==> src/rtl/io_bridge_pkg.sv <==
`default_nettype none

package io_bridge_pkg;

  // ============================================================
  // Datapath sizes
  // ============================================================
  localparam int byte_w      = 8;
  localparam int block_w     = 128;
  localparam int block_bytes = 16;
  localparam int index_w     = 4;

  // ============================================================
  // Host interface codes
  // ============================================================

  // Codes on to_hw_sig, meaning depends on the current phase
  typedef enum logic [1:0] {
    HOST_IDLE  = 2'd0,
    HOST_STEP  = 2'd1,
    HOST_ACK   = 2'd2,
    HOST_START = 2'd3
  } host_cmd_e;

  // Codes on to_sw_sig
  typedef enum logic [1:0] {
    SW_IDLE   = 2'd0,
    SW_STROBE = 2'd1,
    SW_BUSY   = 2'd2,
    SW_RESET  = 2'd3
  } bridge_status_e;

  // Sequencer phases
  typedef enum logic [2:0] {
    ST_RESET,
    ST_WAIT,
    ST_RECV,
    ST_RECV_ACK,
    ST_START,
    ST_AWAIT,
    ST_SEND,
    ST_SEND_ACK
  } bridge_state_e;

endpackage

`default_nettype wire

==> src/rtl/io_handshake_fsm.sv <==
`timescale 1ns/1ps
`default_nettype none

module io_handshake_fsm
  import io_bridge_pkg::*;
(
  input  wire logic                 clk,
  input  wire logic                 reset_n,
  input  wire host_cmd_e            to_hw_sig,
  input  wire logic                 aes_ready,
  output bridge_status_e            to_sw_sig,
  output logic                      io_ready,
  output logic                      load_msg,
  output logic                      load_key,
  output logic                      send_load,
  output logic [index_w-1:0]        byte_index
);

  bridge_state_e        state;
  bridge_state_e        next_state;
  logic                 is_key;
  logic [index_w-1:0]   count;
  logic                 step_acked;
  logic                 last_done;

  // Host acknowledged the byte of the current strobe step
  assign step_acked = (state == ST_RECV || state == ST_SEND) && (to_hw_sig == HOST_ACK);

  // Counter wraps back to zero once all sixteen bytes are acknowledged
  assign last_done = (count == '0);

  // ============================================================
  // Phase register, target flag and byte counter
  // ============================================================
  always_ff @(posedge clk or negedge reset_n) begin
    if (!reset_n) begin
      state <= ST_RESET;
    end else begin
      state <= next_state;
    end
  end

  always_ff @(posedge clk or negedge reset_n) begin
    if (!reset_n) begin
      is_key <= 1'b0;
    end else if (state == ST_WAIT) begin
      // Step selects the message, ack selects the key
      if (to_hw_sig == HOST_STEP) begin
        is_key <= 1'b0;
      end else if (to_hw_sig == HOST_ACK) begin
        is_key <= 1'b1;
      end
    end
  end

  // Advances on each ack so it already points at the next byte
  // during the ack phase
  always_ff @(posedge clk or negedge reset_n) begin
    if (!reset_n) begin
      count <= '0;
    end else if (state == ST_WAIT) begin
      count <= '0;
    end else if (step_acked) begin
      count <= count + 1'b1;
    end
  end

  // ============================================================
  // Next phase
  // ============================================================
  always_comb begin
    next_state = state;
    unique case (state)
      ST_RESET: begin
        next_state = ST_WAIT;
      end
      ST_WAIT: begin
        if (to_hw_sig == HOST_STEP || to_hw_sig == HOST_ACK) begin
          next_state = ST_RECV;
        end else if (to_hw_sig == HOST_START) begin
          next_state = ST_START;
        end
      end
      ST_RECV: begin
        if (to_hw_sig == HOST_ACK) begin
          next_state = ST_RECV_ACK;
        end
      end
      ST_RECV_ACK: begin
        if (to_hw_sig == HOST_STEP) begin
          next_state = last_done ? ST_WAIT : ST_RECV;
        end
      end
      ST_START: begin
        next_state = ST_AWAIT;
      end
      ST_AWAIT: begin
        if (aes_ready) begin
          next_state = ST_SEND;
        end
      end
      ST_SEND: begin
        if (to_hw_sig == HOST_ACK) begin
          next_state = ST_SEND_ACK;
        end
      end
      ST_SEND_ACK: begin
        if (to_hw_sig == HOST_STEP) begin
          next_state = last_done ? ST_WAIT : ST_SEND;
        end
      end
      default: begin
        next_state = ST_RESET;
      end
    endcase
  end

  // ============================================================
  // Outputs
  // ============================================================
  always_comb begin
    to_sw_sig = SW_IDLE;
    unique case (state)
      ST_RESET: begin
        to_sw_sig = SW_RESET;
      end
      ST_RECV, ST_SEND: begin
        to_sw_sig = SW_STROBE;
      end
      ST_AWAIT: begin
        to_sw_sig = SW_BUSY;
      end
      default: begin
        to_sw_sig = SW_IDLE;
      end
    endcase
  end

  assign io_ready = (state == ST_START);

  // Loader writes every cycle of a receive step
  assign load_msg = (state == ST_RECV) && !is_key;
  assign load_key = (state == ST_RECV) && is_key;

  // Fires on the edge that enters a send step, so the byte is
  // in place by the time the strobe is shown
  assign send_load = (next_state == ST_SEND) && (state != ST_SEND);

  assign byte_index = count;

endmodule

`default_nettype wire

==> src/rtl/block_loader.sv <==
`timescale 1ns/1ps
`default_nettype none

module block_loader
  import io_bridge_pkg::*;
(
  input  wire logic                 clk,
  input  wire logic                 reset_n,
  input  wire logic [byte_w-1:0]    to_hw_port,
  input  wire logic                 load_msg,
  input  wire logic                 load_key,
  input  wire logic [index_w-1:0]   byte_index,
  output logic      [block_w-1:0]   msg_en,
  output logic      [block_w-1:0]   key
);

  logic [index_w-1:0] lane;

  // Byte 0 is the most significant, so it lands in the top lane
  assign lane = index_w'(block_bytes - 1) - byte_index;

  // ============================================================
  // Message register
  // ============================================================
  always_ff @(posedge clk or negedge reset_n) begin
    if (!reset_n) begin
      msg_en <= '0;
    end else if (load_msg) begin
      msg_en[lane*byte_w +: byte_w] <= to_hw_port;
    end
  end

  // ============================================================
  // Key register
  // ============================================================
  always_ff @(posedge clk or negedge reset_n) begin
    if (!reset_n) begin
      key <= '0;
    end else if (load_key) begin
      key[lane*byte_w +: byte_w] <= to_hw_port;
    end
  end

endmodule

`default_nettype wire

==> src/rtl/block_unloader.sv <==
`timescale 1ns/1ps
`default_nettype none

module block_unloader
  import io_bridge_pkg::*;
(
  input  wire logic                 clk,
  input  wire logic                 reset_n,
  input  wire logic [block_w-1:0]   msg_de,
  input  wire logic                 send_load,
  input  wire logic [index_w-1:0]   byte_index,
  output logic      [byte_w-1:0]    to_sw_port
);

  logic [index_w-1:0] lane;

  // Same MSB-first ordering as the loader
  assign lane = index_w'(block_bytes - 1) - byte_index;

  // Captured once per send step and held while the strobe is up
  always_ff @(posedge clk or negedge reset_n) begin
    if (!reset_n) begin
      to_sw_port <= '0;
    end else if (send_load) begin
      to_sw_port <= msg_de[lane*byte_w +: byte_w];
    end
  end

endmodule

`default_nettype wire

==> src/rtl/io_bridge.sv <==
`timescale 1ns/1ps
`default_nettype none

module io_bridge
  import io_bridge_pkg::*;
(
  input  wire logic                 clk,
  input  wire logic                 reset_n,

  // Host side
  input  wire host_cmd_e            to_hw_sig,
  input  wire logic [byte_w-1:0]    to_hw_port,
  output bridge_status_e            to_sw_sig,
  output logic      [byte_w-1:0]    to_sw_port,

  // Cipher side
  output logic      [block_w-1:0]   msg_en,
  output logic      [block_w-1:0]   key,
  input  wire logic [block_w-1:0]   msg_de,
  output logic                      io_ready,
  input  wire logic                 aes_ready
);

  logic                 load_msg;
  logic                 load_key;
  logic                 send_load;
  logic [index_w-1:0]   byte_index;

  // ============================================================
  // Sequencer
  // ============================================================
  io_handshake_fsm i_io_handshake_fsm (
    .clk        (clk),
    .reset_n    (reset_n),
    .to_hw_sig  (to_hw_sig),
    .aes_ready  (aes_ready),
    .to_sw_sig  (to_sw_sig),
    .io_ready   (io_ready),
    .load_msg   (load_msg),
    .load_key   (load_key),
    .send_load  (send_load),
    .byte_index (byte_index)
  );

  // ============================================================
  // Datapath
  // ============================================================

  // Host bytes into message and key
  block_loader i_block_loader (
    .clk        (clk),
    .reset_n    (reset_n),
    .to_hw_port (to_hw_port),
    .load_msg   (load_msg),
    .load_key   (load_key),
    .byte_index (byte_index),
    .msg_en     (msg_en),
    .key        (key)
  );

  // Cipher result back to the host
  block_unloader i_block_unloader (
    .clk        (clk),
    .reset_n    (reset_n),
    .msg_de     (msg_de),
    .send_load  (send_load),
    .byte_index (byte_index),
    .to_sw_port (to_sw_port)
  );

endmodule

`default_nettype wire

==> config.mk <==
export PLATFORM = sky130hd
export DESIGN_NAME = io_bridge
export DESIGN_NICKNAME = d
export VERILOG_FILES = /design/src/rtl/io_bridge_pkg.sv /design/src/rtl/io_handshake_fsm.sv /design/src/rtl/block_loader.sv /design/src/rtl/block_unloader.sv /design/src/rtl/io_bridge.sv
export SDC_FILE = /design/constraint.sdc
export NUM_CORES = 1
export LEC_CHECK = 0
export BUFFER_PORTS_ARGS = -buffer_cell sky130_fd_sc_hd__buf_4
export CAP_MARGIN = 10
export CORE_AREA = 2 2 158 160
export DETAILED_ROUTE_END_ITERATION = 8
export DIE_AREA = 0 0 160 162
export PLACE_DENSITY = 0.79
export SLEW_MARGIN = 40
export SYNTH_ARGS = -nofsm -noshare
export SYNTH_HDL_FRONTEND = slang
export SYNTH_HIERARCHICAL = 1
export SYNTH_SLANG_ARGS = --single-unit
==> constraint.sdc <==
create_clock -name clk -period 3.4 [get_ports clk]
set_input_delay 0.85 -clock clk [delete_from_list [all_inputs] [get_ports clk]]
set_output_delay 0.85 -clock clk [all_outputs]
set_load 0.02 [all_outputs]
==> reports/qor.tcl <==
set qor(run_status) {finished clean}
set qor(drcViolationCount) 0
set qor(dominantRegCellSynth) {dfrtp_1}
set qor(yosys.cell_types.count) 63
set qor(io_pins) 408
set qor(setup_repair_after_global_routing_missed_its_margin) {no}
set qor(cts_hold_buffers) 0
set qor(fillerInstances) 1796
set qor(critPathTopFamily) {simple AND/OR/NAND/NOR gates}
set qor(globalRouteOverflowTotal) 0
set qor(worst_ep_arrival_time_ps) 3230
set qor(dieWidth_um) 160
set qor(area_of_the_mapped_netlist_um2) 12000
set qor(final_net_count) 1379
set qor(design_area_um2) 16300
set qor(final_common_cell) {buf_4}
set qor(cts_tree) {built}
set qor(min-delay-path-class) {in -> async}
set qor(port-buffer-count) 407
set qor(insertion_delay_ps) 530
set qor(syn-instance-count) 822
set qor(finalSetupViolations) 0
set qor(critical_path.startpoint_type) {flop}
set qor(root_buffer) {clkbuf_16}
set qor(critical_path.slowest_cell) {dfrtp_1}
set qor(vdd.ir_drop.worst_uv) 401
set qor(layout.cells.non_filler) 1580
set qor(grt_max_degree) 74
set qor(fp.dieH_um) 162
set qor(cp_cell_sequence) {and3_1, ha_1, nor3_2, nand2_1, nor2_2, mux2_2}
set qor(viasPerCell) 5.52
set qor(final.period_utilization_pct) 82.8
set qor(timing_hold_violations_final) 0
set qor(slew_headroom_pct) 55.2
set qor(placementRows) 57
set qor(antenna_found_initial) 4
set qor(postSynth.asyncResetShare_pct) 100
set qor(detail_route.wl_per_cell_um) 23.8
set qor(final_core_util_pct) 67.6
set qor(endpoint_kind) {flop}
set qor(place.detailed.hpwl_mm) 27.7
set qor(initial_utilization_pct) 49.7
set qor(net_count_after_synthesis) 970
set qor(path_max_fanout) 18
set qor(dr_total_vias) 8723
set qor(synth-warning-count) 6
set qor(core_area_um2) 24100
set qor(cts.clk_slew.worst_paths_ps) 60
set qor(dieArea_um2) 25900
set qor(netlist.top_cell.by_area) {dfrtp_1}
set qor(gp_routability_congestion) 0.918
set qor(postPlaceCellArea_um2) 15300
set qor(setup.worst_path.class) {reg -> reg}
set qor(achievable-frequency_ghz) 0.355
set qor(fin_skew_ps) 12.6
set qor(htree_num_levels) 1
set qor(pwr_density_cell_nw_per_um2) 578
set qor(buffer_and_inverter_count_on_the_worst_path) 0
set qor(clock_sink_count) 272
set qor(cp_data_required_time_ps) 3810
set qor(number_of_flops_mapped_to_enable_cells_by_yosys) 0
set qor(mostFrequentLayoutCells) {buf_4 (418), dfrtp_1 (270), mux2_2 (235)}
set qor(syn2layout_area_growth_pct) 36.0
set qor(maxCapViolations) 0
set qor(timing_max_transition_violations_final) 0
set qor(wire_length_of_the_first_global_routing_pass_mm) 56.4
set qor(synthDominantCellAreaShare_pct) 56.8
set qor(tritoncts_buffers) 28
set qor(number_of_setup_buffers_added_after_cts) 0
set qor(all_layer_gr_usage_pct) 28.5
set qor(synth.area.top_cells) {dfrtp_1 (57%), mux2_2 (22%), mux4_2 (5.3%)}
set qor(power.static_leakage_nw) 8.00
set qor(cts_repair_resize_count) 0
set qor(worst_pin_slew_ps) 669
set qor(drt_iter0_drc) 484
set qor(totalNegativeSetupSlack_ps) 0
set qor(drt_pass1_iterations) 4
set qor(synth_area_per_cell_um2) 14.6
set qor(remaining_number_of_nets_flagged_by_the_antenna_check_after_routing) 0
set qor(post-place-cells) 1525
set qor(vias_in_the_first_global_route) 9171
set qor(drive_above_1_share_pct) 60.6
set qor(detail_route.wirelength_mm) 37.6
set qor(ys_seq_elements) 272
set qor(ctsLongestPathBuffers) 3
set qor(fin_crit_ps) 2820
set qor(sequential_area_share_after_synthesis_pct) 56.8
set qor(delay_contributed_by_the_slowest_stage_of_the_critical_path_ps) 570
==> metrics by stage <==
step                      worst slack [ps]  power, W  hold WS [ps]
final                                  583   0.00943           254
after global routing                   443   0.00984           313
after CTS                              609   0.00949           306
after detailed placement               622   0.00636           473
after global placement                 695   0.00630           466
after floorplan                        712   0.00528           481
==> where the power goes <==
part / internal, W / leakage, nW / switching, W
combinational: 0.00106 / 4.10 / 0.00142
clock: 0.00189 / 0.469 / 0.00123
sequential: 0.00357 / 3.43 / 0.000252
total: 0.00652 / 8.00 / 0.00291
==> registers in the layout (all words and copies together) (netlist names) <==
register,count
i_io_handshake_fsm/byte_index,4
i_block_unloader/to_sw_port,8
i_block_loader/msg_en,128
i_block_loader/key,128
i_io_handshake_fsm/is_key,1
i_io_handshake_fsm/state,3
==> logic make-up after synthesis <==
kind of cell / count (synthesis) / share of synthesized area (%)
XOR/XNOR: 2 / 0.146
AND/OR/NAND/NOR: 144 / 6.59
adder cells (fa/ha/maj): 7 / 0.731
multiplexers: 277 / 29.1
AO/OA/AOI/OAI: 66 / 4.25
buffers and inverters: 54 / 2.45
flip-flops: 272 / 56.8
==> layer usage <==
layer / vias up / wire (um) / GRT usage, % / share of wire, %
met3: 97 / 2690 / 7.10 / 7.1
met4: 0 / 1950 / 14.7 / 5.2
li1: 3821 / - / - / -
met1: 4457 / 13400 / 32.1 / 36
met5: - / 0 / 0 / 0
met2: 348 / 19500 / 50.5 / 52
==> synthesized netlist by cell type (7+ instances only) <==
library cell	instances
and2_1	24
buf_2	8
clkbuf_1	24
dfrtp_1	272
ha_1	7
inv_1	8
mux2_2	235
mux2i_1	9
mux4_2	28
nand2_1	48
nand2b_1	9
nor2_1	17
nor3_1	10
o21ai_0	17
o22ai_1	8
==> area by class of cell <==
type,instances,area [um^2],area share (%)
Inverter,10,37.5,0.230
Multi-Input combinational cell,496,4890,30.0
Clock buffer,39,813,4.99
Sequential cell,272,6810,41.8
Clock inverter,11,133,0.814
Timing Repair Buffer,423,3200,19.6
Antenna cell,5,12.5,0.0767
Tap cell,324,405,2.49
==> final timing paths <==
check	cells after the start	end	from	slack, ps
max in group asynchronous	2	i_block_loader/msg_en[31]	reset_n	2250
min	1	i_block_loader/key[85]	reset_n	250
min in group clk	2	i_block_loader/key[107]	i_block_loader/key[107]	480
min reg2reg	2	i_block_loader/key[107]	i_block_loader/key[107]	480
max reg2reg	6	i_block_loader/msg_en[31]	i_io_handshake_fsm/byte_index[0]	580
max	6	i_block_loader/msg_en[31]	i_io_handshake_fsm/byte_index[0]	580
No activity file was read; power rests on OpenSTA's default activity.
